==> src/include/plotter_defines.svh <==
`ifndef PLOTTER_DEFINES_SVH
`define PLOTTER_DEFINES_SVH

// canvas geometry, 32 columns by 16 rows
`define PLOT_CANVAS_X_BITS 5
`define PLOT_CANVAS_Y_BITS 4

// the tracker keeps a wider position than the canvas
// and the canvas address is just its low bits, so the pen wraps
`define PLOT_POS_BITS 8

// rising step edges needed to move the pen by one pixel
`define PLOT_PULSES_PER_PIXEL 4

// cycles a step pulse stays high, and then the same number low
`define PLOT_PULSE_HALF 2

// width of the signed pixel offsets carried by a move command
`define PLOT_MOVE_BITS 6

// width of one canvas cell
`define PLOT_INK_BITS 8

// byte stored for every pixel the pen touches while down
`define PLOT_INK 8'hff

`endif
==> src/design/plotter_pkg.sv <==
`include "plotter_defines.svh"

package plotter_pkg;

	// command opcodes, the fourth encoding is never issued and is ignored
	typedef enum logic [1:0] {
		PEN_UP   = 2'd0,
		PEN_DOWN = 2'd1,
		MOVE     = 2'd2
	} opcode_t;

	// sequencer walks X first, then Y, then returns to IDLE
	typedef enum logic [1:0] {
		IDLE   = 2'd0,
		STEP_X = 2'd1,
		STEP_Y = 2'd2
	} seq_state_t;

	// dx and dy are only looked at for a MOVE
	typedef struct packed {
		opcode_t                            op;
		logic signed [`PLOT_MOVE_BITS-1:0]  dx;
		logic signed [`PLOT_MOVE_BITS-1:0]  dy;
	} plot_cmd_t;

	// stepper lines between the sequencer and the tracker
	// a dir bit of 1 moves the pen toward the lower coordinate
	typedef struct packed {
		logic step_x;
		logic dir_x;
		logic step_y;
		logic dir_y;
		logic pen_down;
	} step_bus_t;

	// one pixel write per cycle while wr_en is high
	typedef struct packed {
		logic                              wr_en;
		logic [`PLOT_CANVAS_X_BITS-1:0]    x;
		logic [`PLOT_CANVAS_Y_BITS-1:0]    y;
		logic [`PLOT_INK_BITS-1:0]         ink;
	} pixel_write_t;

endpackage

==> src/design/pen_position_tracker.sv <==
`timescale 1ns/1ns
`include "plotter_defines.svh"

module pen_position_tracker (
	input  logic                       clk,
	input  logic                       reset,
	input  plotter_pkg::step_bus_t     steps,
	output plotter_pkg::pixel_write_t  pixel
);

	localparam int CNT_BITS = $clog2(`PLOT_PULSES_PER_PIXEL) + 1;
	localparam logic [CNT_BITS-1:0] LAST_EDGE = CNT_BITS'(`PLOT_PULSES_PER_PIXEL - 1);

	// index 0 is the X axis and index 1 is the Y axis
	logic [1:0]                           step_now;
	logic [1:0]                           dir_now;
	logic [1:0]                           prev;
	logic [1:0]                           rise;
	logic [1:0][CNT_BITS-1:0]             edge_cnt;
	logic [1:0][`PLOT_POS_BITS-1:0]       pos;

	assign step_now = {steps.step_y, steps.step_x};
	assign dir_now  = {steps.dir_y, steps.dir_x};

	// a rising edge is a high step line against a low registered level
	assign rise = step_now & ~prev;

	always_ff @(posedge clk) begin
		if (reset) begin
			// take the live levels so that leaving reset is not seen as an edge
			prev     <= step_now;
			edge_cnt <= '0;
			pos      <= '0;
		end else begin
			prev <= step_now;
			for (int a = 0; a < 2; a++) begin
				if (rise[a]) begin
					if (edge_cnt[a] == LAST_EDGE) begin
						// a full pixel worth of edges, step the pen one pixel
						edge_cnt[a] <= '0;
						pos[a]      <= dir_now[a] ? (pos[a] - 1'b1) : (pos[a] + 1'b1);
					end else begin
						edge_cnt[a] <= edge_cnt[a] + 1'b1;
					end
				end
			end
		end
	end

	// the canvas address is the low position bits, so moves wrap at the edges
	always_comb begin
		pixel.wr_en = steps.pen_down;
		pixel.x     = pos[0][`PLOT_CANVAS_X_BITS-1:0];
		pixel.y     = pos[1][`PLOT_CANVAS_Y_BITS-1:0];
		pixel.ink   = `PLOT_INK;
	end

endmodule

==> config.mk <==
export PLATFORM = sky130hd
export DESIGN_NAME = pen_position_tracker
export DESIGN_NICKNAME = d
export VERILOG_FILES = /design/src/design/plotter_pkg.sv /design/src/design/pen_position_tracker.sv
export VERILOG_INCLUDE_DIRS = /design/src /design/src/include
export SDC_FILE = /design/constraint.sdc
export NUM_CORES = 1
export LEC_CHECK = 0
export ABC_AREA = 1
export BUFFER_PORTS_ARGS = -buffer_cell sky130_fd_sc_hd__buf_2
export CORE_ASPECT_RATIO = 1.5
export CORE_UTILIZATION = 50
export CTS_CLUSTER_SIZE = 10
export DETAILED_ROUTE_END_ITERATION = 7
export HOLD_SLACK_MARGIN = 0.08
export PLACE_DENSITY = 0.76
export SYNTH_ARGS = -nofsm -noshare
export SYNTH_HDL_FRONTEND = slang
export SYNTH_SLANG_ARGS = --single-unit
==> constraint.sdc <==
create_clock -name clk -period 1.4 [get_ports clk]
set_input_delay 0.14 -clock clk [delete_from_list [all_inputs] [get_ports clk]]
set_output_delay 0.14 -clock clk [all_outputs]
set_load 0.03 [all_outputs]
# Word-level counts from Yosys, hierarchy flattened
# Cells that the tools add are included.
[word_totals]
input_bits = 7
word_cells = 21
ff_bits = 24
[classes]
addsub = 6
n_bitwise = 2
n_eq_ne = 2
n_mux = 4
reduce_logical = 2
[op_table]
columns = ["operator", "count"]
rows = [
  ["$add 8x1->8 const B", 2],
  ["$mux 8", 2],
  ["$sub 8x1->8 const B", 2],
  ["$add 3x1->3 const B", 2],
  ["$eq 3x2->1 const B", 2],
  ["$mux 3", 2],
  ["$reduce_and 2->1", 2],
  ["$and 2x2->2", 1],
  ["$not 2->2", 1],
]

# Logic depth before layout (Yosys ltp)
[logic_depth]
ltp_word = 3
ltp_mapped = 10
depth_no_buf = 10

# Worst setup path before layout
# No wires, ideal clock.
[synth_timing]
path_kind = "register to register"
from = "register pos (netlist bit pixel[12])"
to = "register pos (netlist bit pixel[16])"
slack_ns = -0.151
path_buffers = 0
period_less_slack_ns = 1.551
arrival_time_ns = 1.442
stages_incl_launch_ff = 11
required_ns = 1.291
path_cell_list = "dfxtp_1 -> inv_1 -> fa_1 -> inv_1 -> nand2_1 -> nand2_1 -> nand2_1 -> nand2_1 -> nand3_1 -> nand2_1 -> inv_1"
[synth_between]
elab_chain_len = 2
[synth_lines]
columns = ["element", "line", "source"]
rows = [
  ["start, declared", "pen_position_tracker.sv:20", "logic [1:0][`PLOT_POS_BITS-1:0] pos;"],
  ["start signal, assigned by index", "pen_position_tracker.sv:41", "pos[a] <= dir_now[a] ? (pos[a] - 1'b1) : (pos[a] + 1'b1);"],
  ["$add 8x1->8 or $sub 8x1->8 (tied branches)", "pen_position_tracker.sv:41", ""],
  ["$mux 8 *", "pen_position_tracker.sv:41", ""],
]
# Mark *: on every way between the ends. The rest lies on a longest branch, timed or not.
# A chain may end at the register's enable or synchronous reset.

# Worst setup path after layout
# Same ends and word-level chain as after synthesis.

==> results.json <==
{
  "clock_tree.htree_level_count": 1,
  "clk_pin_slew_worst_paths_ns": 0.09,
  "drt_iter0_drc": 15,
  "ys.warnings.count": 0,
  "reg2reg_to": "pixel[16]$_SDFFE_PP0P_",
  "number_of_antenna_cells_inserted": 0,
  "drcViolationCount": 0,
  "hold_path_startpoint": "reset",
  "setup.worst_path.end_class": "register",
  "switching_power_w": 0.000222,
  "timing_max_transition_violations_final": 0,
  "design.portCount": 25,
  "finish.cell_count_without_fillers": 177,
  "nets": 173,
  "insertion_delay_ns": 0.28,
  "grt_use_total_pct": 16.4,
  "powerDensity_mw_per_mm2": 762,
  "maximum_ir_drop_on_the_vdd_rail_uv": 452,
  "cpLargestDelayFamily": "adder cells",
  "timing.fmax_mhz": 770,
  "ff_latch_count_synth": 17,
  "synth_cells": 138,
  "drt-wirelength-per-cell_um": 9.61,
  "die-height_um": 57.2,
  "power_switching_share_pct": 25.9,
  "final.hold.worst_slack_ns": 0.135,
  "critical_path_rt_ns": 1.59,
  "worst-setup-path-type": "register to register",
  "most-common-layout-cells": "30 x sky130_fd_sc_hd__nand2_1, 22 x sky130_fd_sc_hd__inv_1, 15 x sky130_fd_sc_hd__dfxtp_1",
  "seqPwrFrac_pct": 58.1,
  "gp_routability_congestion": 0.739,
  "wirelength_um": 1700,
  "start_util_pct": 54.1,
  "cp_max_fo": 3,
  "cts_root_buf": "sky130_fd_sc_hd__clkbuf_4",
  "worst-r2r-setup-slack_ns": 0.10,
  "cts_made_buffers": 3,
  "final_core_util_pct": 59.9,
  "post-place-cells": 171,
  "drt_pre_antenna_iters": 6,
  "grt_pass1_wl_um": 2670,
  "leakage_nw": 0.596,
  "grt_overflow": 0,
  "worst_ep_arrival_time_ns": 1.48,
  "setup_viol_count_final": 0,
  "path_common_cell": "sky130_fd_sc_hd__nand2_1",
  "ys_types": 23,
  "syn-cell-area_mm2": 0.00102,
  "timing.critical_path.buf_inv": 3,
  "pin_count_of_the_biggest_net_entering_global_routing": 11,
  "drv.max_cap_violation_count": 0,
  "io_buffer_count": 14,
  "tritoncts_clock_tree": "built",
  "run_status": "completed",
  "power.share.clock_pct": 28.9,
  "r2r.worst_path.cells": 10,
  "first_global_vias": 673,
  "path_cells": "inv_1 -> fa_2 -> inv_1 -> nand2_1 -> nand2_1 -> nand2_1 -> nand2_1 -> nand3_1 -> nand2_1 -> inv_1",
  "min_period_over_period_pct": 92.8,
  "avgViaCountPerCell": 4.78,
  "post_synth.cell_area_avg_um2": 7.36,
  "worst_hold_path_type": "primary input to register",
  "dieWidth_um": 38.8,
  "vias": 846,
  "power.combinational.fraction_pct": 13.0,
  "hold_depth": 2,
  "crit_path_max_incr_delay_ns": 0.37,
  "placementRows": 19,
  "coreArea_mm2": 0.00188,
  "total_of_fill_cells_in_the_finished_design": 178,
  "timing.final.crit_period_ns": 1.30,
  "rsz_0062_raised_after_global_routing": "no",
  "final_hold_viols": 0,
  "setup_tns_ns": 0,
  "fp.dieArea_mm2": 0.00222,
  "r2r-start": "pixel[12]$_SDFFE_PP0P_",
  "synth.yosys.seq_area_share_pct": 33.5,
  "internal_power_w": 0.000636,
  "grt_antenna_before_repair": 0,
  "drtAntennaViolNets": 0,
  "fin_area_mm2": 0.00112,
  "layout.cells.most_common": "sky130_fd_sc_hd__nand2_1",
  "cpMaxStageDelayCell": "sky130_fd_sc_hd__fa_2",
  "dpl-instance-area_mm2": 0.00108,
  "clk_path_buf_depth": 2,
  "clock_sink_count": 17,
  "finalClockSkew_ns": 0.000910,
  "timing.hold.worst_endpoint": "edge_cnt[4]$_SDFFE_PP0N_",
  "syn_to_final_growth_pct": 10.7,
  "drive_gt1_share_pct": 19.9,
  "post-dp-hpwl_um": 1360,
  "cp-start-kind": "register"
}
==> per-layer routing <==
metal	GRT usage, %	vias to the layer above	routed length, µm	part of all wire (%)
met2	27.4	18	875	51
met4	7.39	0	21	1.2
li1	-	446	-	-
met1	19.3	380	756	44
met3	3.50	2	47	2.8
met5	0	-	0	0
==> flip-flops by register name, indices dropped and copies added, names as in the netlist <==
| signal | count |
|---|---|
| edge_cnt | 6 |
| pixel | 9 |
| prev | 2 |
==> synth_stat cells <==
cell                       count  area share (%)
sky130_fd_sc_hd__nand2_1      30              11
sky130_fd_sc_hd__fa_1          2             3.9
sky130_fd_sc_hd__a21oi_1      10             4.9
sky130_fd_sc_hd__nor2_1        9             3.3
sky130_fd_sc_hd__inv_2         2            0.74
sky130_fd_sc_hd__nand2_4       1             1.1
sky130_fd_sc_hd__o21ai_0       3             1.5
sky130_fd_sc_hd__o21ai_1       2            0.99
sky130_fd_sc_hd__o211ai_1      1            0.74
sky130_fd_sc_hd__nor2_2        3             1.8
sky130_fd_sc_hd__conb_1        1            0.37
sky130_fd_sc_hd__nand3b_1      1            0.74
sky130_fd_sc_hd__nand3_1       8             3.9
sky130_fd_sc_hd__ha_1          7             8.6
sky130_fd_sc_hd__nor2_4        2             2.2
sky130_fd_sc_hd__xnor2_1       1            0.86
sky130_fd_sc_hd__xor2_1        1            0.86
sky130_fd_sc_hd__dfxtp_1      17              33
sky130_fd_sc_hd__clkinv_4      1            0.86
sky130_fd_sc_hd__inv_1        22             8.1
sky130_fd_sc_hd__buf_4         9             6.6
sky130_fd_sc_hd__or2_1         3             1.8
sky130_fd_sc_hd__nand2_2       2             1.2
==> power by group through the flow <==
stage	Sequential, W	Combinational (W)	Clock [W]
floorplan	0.000510	0.000103	0
global placement	0.000509	0.000103	0
detailed placement	0.000509	0.000107	0
CTS	0.000498	0.000112	0.000263
global route	0.000500	0.000124	0.000282
finish	0.000498	0.000111	0.000248
==> worst register-to-register path: stages (launching register included) <==
cell                      delay [ns]
sky130_fd_sc_hd__dfxtp_4        0.36
sky130_fd_sc_hd__inv_1          0.07
sky130_fd_sc_hd__fa_2           0.37
sky130_fd_sc_hd__inv_1          0.06
sky130_fd_sc_hd__nand2_1        0.04
sky130_fd_sc_hd__nand2_1        0.07
sky130_fd_sc_hd__nand2_1        0.05
sky130_fd_sc_hd__nand2_1        0.05
sky130_fd_sc_hd__nand3_1        0.06
sky130_fd_sc_hd__nand2_1        0.05
sky130_fd_sc_hd__inv_1          0.03
==> cell type report <==
class                   instances  area (µm²)  share of cell area (%)
multi-input cells              94         538                    47.8
clock buffers                   4        26.3                    2.34
repair buffers                 16        90.1                    8.01
inverters                      25        98.8                    8.79
well taps                      21        26.3                    2.34
flip-flops and latches         17         345                    30.7
==> cells by family (layout without fill, tap and decap cells) <==
logic type / Yosys count / in the layout / share of synthesized area, %
buffers and inverters: 34 / 45 / 16.4
other: 1 / 8 / 0.369
AOI/OAI and AO/OA: 16 / 16 / 8.13
and+or+nand+nor: 59 / 59 / 27.3
DFF: 17 / 17 / 33.5
adders and majority gates: 9 / 9 / 12.6
xor gates and xnor gates: 2 / 2 / 1.72
==> through the flow <==
stage	worst slack [ns]	power, W
floorplan	0.00824	0.000613
global placement	0.0807	0.000612
detailed placement	0.0453	0.000617
CTS	0.0343	0.000873
global route	0.00237	0.000906
finish	0.101	0.000857
==> repair_timing <==
action | in CTS | in global routing
endpoints found under the setup margin | 0 | 1
hold buffers | 2 | 0
gates resized for setup | 0 | 1
endpoints found under the hold margin | 2 | 0
setup buffers | 0 | 0
==> worst max-delay path by stage <==
| stage | start | endpoint | slack (ns) | depth (start not counted) |
|---|---|---|---|---|
| 2_1_floorplan | pixel[15]$_SDFFE_PP0P_ | pixel[16]$_SDFFE_PP0P_ | 0.008 | 6 |
| 3_3_place_gp | pixel[12]$_SDFFE_PP0P_ | pixel[16]$_SDFFE_PP0P_ | 0.08 | 10 |
| 3_5_place_dp | pixel[12]$_SDFFE_PP0P_ | pixel[16]$_SDFFE_PP0P_ | 0.05 | 10 |
| 4_1_cts | pixel[12]$_SDFFE_PP0P_ | pixel[16]$_SDFFE_PP0P_ | 0.03 | 10 |
| 5_1_grt | pixel[12]$_SDFFE_PP0P_ | pixel[16]$_SDFFE_PP0P_ | 0.002 | 10 |
| 6_report | pixel[12]$_SDFFE_PP0P_ | pixel[16]$_SDFFE_PP0P_ | 0.10 | 10 |
(Power assumes the default switching activity.)
