**src/include/plotter_defines.svh**
```systemverilog
`ifndef PLOTTER_DEFINES_SVH
`define PLOTTER_DEFINES_SVH

// canvas geometry, 32 columns by 16 rows
`define PLOT_CANVAS_X_BITS 5
`define PLOT_CANVAS_Y_BITS 4

// the tracker keeps a wider position than the canvas
// and the canvas address is just its low bits, so the pen wraps
`define PLOT_POS_BITS 8

// rising step edges needed to move the pen by one pixel
`define PLOT_PULSES_PER_PIXEL 4

// cycles a step pulse stays high, and then the same number low
`define PLOT_PULSE_HALF 2

// width of the signed pixel offsets carried by a move command
`define PLOT_MOVE_BITS 6

// width of one canvas cell
`define PLOT_INK_BITS 8

// byte stored for every pixel the pen touches while down
`define PLOT_INK 8'hff

`endif
```
**src/design/plotter_pkg.sv**
```systemverilog
`include "plotter_defines.svh"

package plotter_pkg;

	// command opcodes, the fourth encoding is never issued and is ignored
	typedef enum logic [1:0] {
		PEN_UP   = 2'd0,
		PEN_DOWN = 2'd1,
		MOVE     = 2'd2
	} opcode_t;

	// sequencer walks X first, then Y, then returns to IDLE
	typedef enum logic [1:0] {
		IDLE   = 2'd0,
		STEP_X = 2'd1,
		STEP_Y = 2'd2
	} seq_state_t;

	// dx and dy are only looked at for a MOVE
	typedef struct packed {
		opcode_t                            op;
		logic signed [`PLOT_MOVE_BITS-1:0]  dx;
		logic signed [`PLOT_MOVE_BITS-1:0]  dy;
	} plot_cmd_t;

	// stepper lines between the sequencer and the tracker
	// a dir bit of 1 moves the pen toward the lower coordinate
	typedef struct packed {
		logic step_x;
		logic dir_x;
		logic step_y;
		logic dir_y;
		logic pen_down;
	} step_bus_t;

	// one pixel write per cycle while wr_en is high
	typedef struct packed {
		logic                              wr_en;
		logic [`PLOT_CANVAS_X_BITS-1:0]    x;
		logic [`PLOT_CANVAS_Y_BITS-1:0]    y;
		logic [`PLOT_INK_BITS-1:0]         ink;
	} pixel_write_t;

endpackage

```
**src/design/move_sequencer.sv**
```systemverilog
`timescale 1ns/1ns
`include "plotter_defines.svh"

module move_sequencer (
	input  logic                    clk,
	input  logic                    reset,
	input  plotter_pkg::plot_cmd_t  cmd,
	input  logic                    cmd_valid,
	output logic                    busy,
	output plotter_pkg::step_bus_t  steps
);

	// pulse counts go up to 32 pixels times the pulses per pixel
	localparam int CNT_BITS = `PLOT_MOVE_BITS + $clog2(`PLOT_PULSES_PER_PIXEL);
	localparam int TMR_BITS = $clog2(`PLOT_PULSE_HALF + 1);
	localparam logic [TMR_BITS-1:0] HALF_LOAD = TMR_BITS'(`PLOT_PULSE_HALF - 1);

	plotter_pkg::seq_state_t state;

	// pulses of the current axis that have not started yet
	logic [CNT_BITS-1:0] remaining;
	// Y pulses parked here while the X axis runs
	logic [CNT_BITS-1:0] y_pulses;
	logic [TMR_BITS-1:0] timer;
	logic                level;
	logic                pen;
	logic                dir_x;
	logic                dir_y;
	logic                accept;
	logic [CNT_BITS-1:0] load_x;
	logic [CNT_BITS-1:0] load_y;

	// magnitude of a signed offset, -32 comes out as 32 in the unsigned result
	function automatic logic [`PLOT_MOVE_BITS-1:0] magnitude(
		input logic signed [`PLOT_MOVE_BITS-1:0] v
	);
		return v[`PLOT_MOVE_BITS-1] ? -v : v;
	endfunction

	// number of step pulses that move the pen by the given offset
	function automatic logic [CNT_BITS-1:0] pulse_count(
		input logic signed [`PLOT_MOVE_BITS-1:0] v
	);
		return CNT_BITS'(magnitude(v)) * CNT_BITS'(`PLOT_PULSES_PER_PIXEL);
	endfunction

	// commands are only taken while idle, a strobe during a move is dropped
	assign accept = cmd_valid && (state == plotter_pkg::IDLE);
	assign load_x = pulse_count(cmd.dx);
	assign load_y = pulse_count(cmd.dy);
	assign busy   = (state != plotter_pkg::IDLE);

	// step lines come straight from the state and the pulse level
	always_comb begin
		steps.step_x   = (state == plotter_pkg::STEP_X) && level;
		steps.dir_x    = dir_x;
		steps.step_y   = (state == plotter_pkg::STEP_Y) && level;
		steps.dir_y    = dir_y;
		steps.pen_down = pen;
	end

	always_ff @(posedge clk) begin
		if (reset) begin
			state     <= plotter_pkg::IDLE;
			remaining <= '0;
			y_pulses  <= '0;
			timer     <= '0;
			level     <= 1'b0;
			pen       <= 1'b0;
			dir_x     <= 1'b0;
			dir_y     <= 1'b0;
		end else begin
			unique case (state)
				plotter_pkg::IDLE: begin
					if (accept) begin
						case (cmd.op)
							plotter_pkg::PEN_UP:   pen <= 1'b0;
							plotter_pkg::PEN_DOWN: pen <= 1'b1;
							plotter_pkg::MOVE: begin
								// a zero move leaves everything alone and busy stays low
								if ((load_x != '0) || (load_y != '0)) begin
									// both directions settle here and hold for the whole move
									dir_x    <= cmd.dx[`PLOT_MOVE_BITS-1];
									dir_y    <= cmd.dy[`PLOT_MOVE_BITS-1];
									y_pulses <= load_y;
									level    <= 1'b0;
									timer    <= '0;
									if (load_x != '0) begin
										state     <= plotter_pkg::STEP_X;
										remaining <= load_x;
									end else begin
										state     <= plotter_pkg::STEP_Y;
										remaining <= load_y;
									end
								end
							end
							default: ;
						endcase
					end
				end
				plotter_pkg::STEP_X, plotter_pkg::STEP_Y: begin
					// the first cycle of an axis is low, so dir is stable before the pulse
					if (timer != '0) begin
						timer <= timer - 1'b1;
					end else if (level) begin
						level <= 1'b0;
						timer <= HALF_LOAD;
					end else if (remaining != '0) begin
						level     <= 1'b1;
						timer     <= HALF_LOAD;
						remaining <= remaining - 1'b1;
					end else if ((state == plotter_pkg::STEP_X) && (y_pulses != '0)) begin
						state     <= plotter_pkg::STEP_Y;
						remaining <= y_pulses;
					end else begin
						// last low half is over
						state <= plotter_pkg::IDLE;
					end
				end
				default: state <= plotter_pkg::IDLE;
			endcase
		end
	end

endmodule

```
**config.mk**
```make
export PLATFORM = sky130hd
export DESIGN_NAME = move_sequencer
export DESIGN_NICKNAME = d
export VERILOG_FILES = /design/src/design/plotter_pkg.sv /design/src/design/move_sequencer.sv
export VERILOG_INCLUDE_DIRS = /design/src /design/src/include
export SDC_FILE = /design/constraint.sdc
export NUM_CORES = 1
export LEC_CHECK = 0
export ABC_AREA = 1
export BUFFER_PORTS_ARGS = -buffer_cell sky130_fd_sc_hd__clkbuf_2
export CAP_MARGIN = 20
export CORE_UTILIZATION = 51
export CTS_CLUSTER_DIAMETER = 200
export DETAILED_ROUTE_END_ITERATION = 10
export PLACE_DENSITY = 0.67
export SKIP_LAST_GASP = 1
export SLEW_MARGIN = 15
export SYNTH_ARGS = -nofsm -noshare
export SYNTH_HDL_FRONTEND = slang
export SYNTH_SLANG_ARGS = --single-unit
```
**constraint.sdc**
```tcl
create_clock -name clk -period 5.1 [get_ports clk]
set_input_delay 0.51 -clock clk [delete_from_list [all_inputs] [get_ports clk]]
set_output_delay 0.51 -clock clk [all_outputs]
set_load 0.01 [all_outputs]
```
# After elaboration in Yosys (flattened, before gate mapping)
# Index checks and enable logic that the tools add are counted.
[totals] reg_bits=22 inputBits=17 out_inout_bits=6 wordCells=81
[classes] addsub=4 n_eq_ne=12 muxes=35 reduce_logical=22
[ops] op="$mux W8" count=8
[ops] op="$reduce_bool A8 Y1" count=4
[ops] op="$mux W2" count=14
[ops] op="$pmux W8 S2" count=1
[ops] op="$mux W6" count=2
[ops] op="$neg A6 Y6" count=2
[ops] op="$reduce_and A5 Y1" count=2
[ops] op="$ne A2 B2 Y1 const B" count=4
[ops] op="$pmux W2 S2" count=2
[ops] op="$reduce_bool A2 Y1" count=4
[ops] op="$sub A8 B1 Y8 const B" count=1
[ops] op="$reduce_and A7 Y1" count=1
[ops] op="$mux W1" count=6
[ops] op="$reduce_and A6 Y1" count=1
[ops] op="$eq A2 B1 Y1 const B" count=2
[ops] op="$eq A2 B2 Y1 const B" count=2
[ops] op="$logic_and A1 B1 Y1" count=4
[ops] op="$logic_not A2 Y1" count=2
[ops] op="$ne A2 B1 Y1 const B" count=2
[ops] op="$ne A4 B4 Y1 const B" count=1
[ops] op="$pmux W1 S2" count=2
[ops] op="$reduce_and A4 Y1" count=1
[ops] op="$ne A3 B3 Y1 const B" count=1
[ops] op="$reduce_and A3 Y1" count=1
[ops] op="other kinds (3)" count=3

# Logic depth before layout (Yosys ltp)
[depth] ltp_word=8 depth_mapped=15 depth_no_buf=14

# Least setup slack after synthesis
# OpenSTA, ideal clock, no wires.
[synth_timing] kind="in2reg" from="input port cmd[6] in the netlist's numbering" to="register remaining[2]" setup_time_ns=0.113 arrival_ns=1.739 required_ns=4.987 path_slack_ns=3.248 stages=13 path_buffers=1 cell_sequence="inv_2 > ha_1 > nand2_1 > nand2_2 > nor2_4 > nand4_2 > nor2_4 > nand3_4 > nand3_4 > buf_6 > nand2_1 > nand2_1 > nor2_1"
[synth_between] elab_chain_len=8 word_cells_on_any_way=11 cone_classes="1 x add/sub; 1 x eq/ne; 6 x mux; 3 x reduce/logical"
[synth_lines] element="start: declaration" line_no="move_sequencer.sv:7" source="input plotter_pkg::plot_cmd_t cmd,"
[synth_lines] element="$neg A6 Y6" line_no="move_sequencer.sv:37" source="return v[`PLOT_MOVE_BITS-1] ? -v : v;"
[synth_lines] element="$mux W6 (*)" line_no="move_sequencer.sv:37"
[synth_lines] element="$reduce_bool A8 Y1" line_no="move_sequencer.sv:81, move_sequencer.sv:88"
[synth_lines] element="$mux W8" line_no="move_sequencer.sv:88" source="if (load_x != '0) begin"
[synth_lines] element="$mux W8" line_no="move_sequencer.sv:81" source="if ((load_x != '0) || (load_y != '0)) begin"
[synth_lines] element="$mux W8" line_no="move_sequencer.sv:76" source="case (cmd.op)"
[synth_lines] element="$mux W8" line_no="move_sequencer.sv:75" source="if (accept) begin"
[synth_lines] element="$pmux W8 S2" line_no="move_sequencer.sv:73" source="unique case (state)"
[synth_lines] element="end signal: assignment" line_no="move_sequencer.sv:90" source="remaining <= load_x;"
[synth_lines] element="end signal: assignment" line_no="move_sequencer.sv:93" source="remaining <= load_y;"
[synth_lines] element="end signal: assignment" line_no="move_sequencer.sv:111" source="remaining <= remaining - 1'b1;"
[synth_lines] element="end: declaration" line_no="move_sequencer.sv:21" source="logic [CNT_BITS-1:0] remaining;"
# Mark *: on every way between the ends. The rest lies on a longest branch, timed or not. The select of a mux whose other input is x is not followed.
# A chain may end at the register's enable or synchronous reset.

# Final worst setup path
[layout_timing] from="register state[0]" to="register remaining[6]"
[layout_between] elab_chain_len=4 word_cells_on_any_way=15 cone_classes="8 x eq/ne; 1 x mux; 6 x reduce/logical"
[layout_lines] element="start: declaration" line_no="move_sequencer.sv:18" source="plotter_pkg::seq_state_t state;"
[layout_lines] element="start signal: assignment" line_no="move_sequencer.sv:64" source="state <= plotter_pkg::IDLE;"
[layout_lines] element="start signal: assignment" line_no="move_sequencer.sv:89" source="state <= plotter_pkg::STEP_X;"
[layout_lines] element="start signal: assignment" line_no="move_sequencer.sv:92" source="state <= plotter_pkg::STEP_Y;"
[layout_lines] element="$eq A2 B1 Y1 (tied with other cells)" line_no="move_sequencer.sv:73, move_sequencer.sv:112"
[layout_lines] element="$reduce_or A2 Y1 (tied with other cells)" line_no="move_sequencer.sv:73"
[layout_lines] element="$ne A3 B3 Y1 (no line) (tied with other cells)"
[layout_lines] element="$reduce_and A7 Y1 (no line)"
[layout_lines] element="end signal: assignment" line_no="move_sequencer.sv:90"
[layout_lines] element="end signal: assignment" line_no="move_sequencer.sv:111"
[layout_lines] element="end signal: assignment" line_no="move_sequencer.sv:114" source="remaining <= y_pulses;"
# Parallel ways exist; a longest one is shown, timed or not.

==> impl_metrics.env <==
export IMPL_worst_clock_skew_ns=0.003716
export IMPL_grt_overflow_total=0
export IMPL_ys_ff_latch=22
export IMPL_firstDrtPassIters=4
export IMPL_post_cts_repair_setup_buffers=0
export IMPL_cts_tree="built"
export IMPL_cts_path_max_buffers=2
export IMPL_grt_util_all_layers_pct=23.49
export IMPL_synthesis_area_sq_um=1922
export IMPL_hold_class="flip-flop to flip-flop"
export IMPL_grt_max_degree=17
export IMPL_fin_ws_ns=3.041
export IMPL_clk_pin_slew_worst_paths_ns=0.08
export IMPL_r2r_cells=10
export IMPL_slew_headroom_pct=64.03
export IMPL_crit_path_start_kind="flip-flop"
export IMPL_cp_data_arrival_time_ns=2.26
export IMPL_fin_cells=381
export IMPL_setup_viol=0
export IMPL_fmax_mhz=485.7
export IMPL_yosysSeqAreaShare_pct=22.92
export IMPL_post_dp_cell_area_sq_um=2016
export IMPL_regToRegEndpoint="remaining[6]"
export IMPL_dpl_hpwl_um=3285
export IMPL_grt_pass1_wl_um=7472
export IMPL_critPathMaxFanout=15
export IMPL_drive_gt1_share_pct=17.61
export IMPL_diodes=0
export IMPL_hold_viol_final=0
export IMPL_num_fill_cells=361
export IMPL_antenna_left=0
export IMPL_root_buffer="clkbuf_8"
export IMPL_die_area_sq_um=4018
export IMPL_layout_common_cells="nand2_1 (99), inv_1 (45), nor2_1 (40), nand3_1 (27)"
export IMPL_routed_via_density=4.940
export IMPL_cts_buffers=3
export IMPL_avgSynthCellArea_sq_um=6.044
export IMPL_die_h_um=63.39
export IMPL_status="completed"
export IMPL_finalCritPeriodShare_pct=40.37
export IMPL_clock_sinks=22
export IMPL_async_reset_ff_share_pct=0
export IMPL_drc=0
export IMPL_start_util_pct=55.41
export IMPL_rsz0062_at_grt="no"
export IMPL_finalCriticalPeriod_ns=2.059
export IMPL_grt_pass1_vias=1761
export IMPL_die_x_um=63.39
export IMPL_power_density_nw_per_um2=381.1
export IMPL_wire_per_inst_um=10.94
export IMPL_slew_viol_final=0
export IMPL_insertion_delay_ns=0.27
export IMPL_crit_type="flip-flop to flip-flop"
export IMPL_final_area_sq_um=2071
export IMPL_antenna_found_initial=0
export IMPL_row_count=21
export IMPL_ios=23
export IMPL_vias=1882
export IMPL_drv_cap=0
export IMPL_synth_yosys_warnings=0
export IMPL_nNetsFinal=362
export IMPL_postCtsHoldBufs=0
export IMPL_worst_slew_pin_slew_ns=0.5376
export IMPL_rrSetupSlack_ns=3.04
export IMPL_drt_wl_total_um=4168
export IMPL_final_common_cell="nand2_1"
export IMPL_io_buffers=22
export IMPL_power_leakage_nw=1.137
export IMPL_crit_start="state[0]"
export IMPL_reg2reg_from="state[0]"
export IMPL_syn_nets=344
export IMPL_cts_resized_gates=0
export IMPL_holdWs_ns=0.4662
export IMPL_pre_cts_slack_ns=2.948
export IMPL_synth_top_flop_cell="dfxtp_1"
export IMPL_synthCells=318
export IMPL_area_delta_synth_final_pct=7.748
export IMPL_final_setup_tns_ns=0
export IMPL_h_tree_depth=1
export IMPL_core_sq_um=3468
export IMPL_place_congestion=0.8322
export IMPL_dp_cells=377
export IMPL_setup_worst_path_end="remaining[6]"
export IMPL_synth_edf_count=0
export IMPL_end_kind="flip-flop"
export IMPL_cp_required_ns=5.31
export IMPL_synth_distinct_cells=27
export IMPL_first_iter_violations=111
export IMPL_vdd_drop_max_uv=239.5
flip-flops by register name, summed over array words and instances (netlist names):
| register | cells |
|---|---|
| remaining | 8 |
| y_pulses | 6 |
| timer | 2 |
| level | 1 |
| dir_x | 1 |
| dir_y | 1 |
| state | 2 |
| pen | 1 |
area by class of cell:
cell class | instances | area (sq um) | area share (%)
Timing Repair Buffer | 22 | 110.1 | 5.317
Clock buffer | 4 | 55.05 | 2.659
Multi-Input combinational cell | 233 | 1205 | 58.19
Tap cell | 46 | 57.56 | 2.779
Inverter | 54 | 202.7 | 9.788
Sequential cell | 22 | 440.4 | 21.27
worst max-delay path, stage by stage, from the launching register on:
cell	delay, ns
dfxtp_1	0.37
inv_1	0.09
ha_1	0.37
inv_1	0.30
or2_2	0.19
nand2_1	0.06
a21oi_2	0.17
nand3_4	0.19
nand2_1	0.11
nand2_1	0.05
nor2_1	0.10
Yosys cell counts, types with 5 or more instances:
| cell type | number | area (sq um) |
|---|---|---|
| inv_2 | 9 | 33.78 |
| nand2_1 | 99 | 371.6 |
| a21oi_1 | 7 | 35.03 |
| xor2_1 | 6 | 52.55 |
| dfxtp_1 | 22 | 440.4 |
| nand3_1 | 27 | 135.1 |
| nor2_2 | 5 | 31.28 |
| nor2_1 | 40 | 150.1 |
| nand4_1 | 8 | 50.05 |
| inv_1 | 45 | 168.9 |
| o21ai_0 | 5 | 25.02 |
| ha_1 | 9 | 112.6 |
metal layers:
layer / vias up / GRT usage (%) / part of all wire, %
li1: 1015 / - / -
met1: 816 / 30.19 / 50
met2: 46 / 39.49 / 44
met3: 5 / 3.986 / 5.0
met4: 0 / 7.386 / 1.1
met5: - / 0 / 0
kinds of logic (layout without fill, tap and decap cells):
family	Yosys count	after routing	share of synthesized area (%)
fa+ha+maj	9	9	5.859
buf+inv	63	80	14.39
flops	22	22	22.92
compound gates	19	19	5.990
simple gates	199	199	48.11
xor+xnor	6	6	2.734
report_power, final:
group	total (mW)	internal [mW]	switching, mW	leakage, nW
logic	0.439	0.153	0.286	0.928
registers	0.222	0.203	0.0191	0.180
clock network	0.128	0.0689	0.0594	0.0288
total	0.789	0.425	0.364	1.14
how the worst min path moves through the flow:
stage / startpoint / end / slack, ns / cells past startpoint
2_1_floorplan: dir_x / dir_x / 0.43 / 2
3_3_place_gp: dir_y / dir_y / 0.46 / 2
3_5_place_dp: dir_y / dir_y / 0.46 / 2
4_1_cts: dir_y / dir_y / 0.47 / 2
5_1_grt: dir_y / dir_y / 0.50 / 2
6_report: dir_y / dir_y / 0.47 / 2
metrics by stage:
stage          util (%)  total power, mW
2_1_floorplan         -           0.5904
3_3_place_gp      58.12           0.6639
3_5_place_dp      58.12           0.6637
4_1_cts           59.70           0.7955
5_1_grt           59.70           0.8813
6_report          59.70           0.7891
Power figures use the tool's default switching activity.
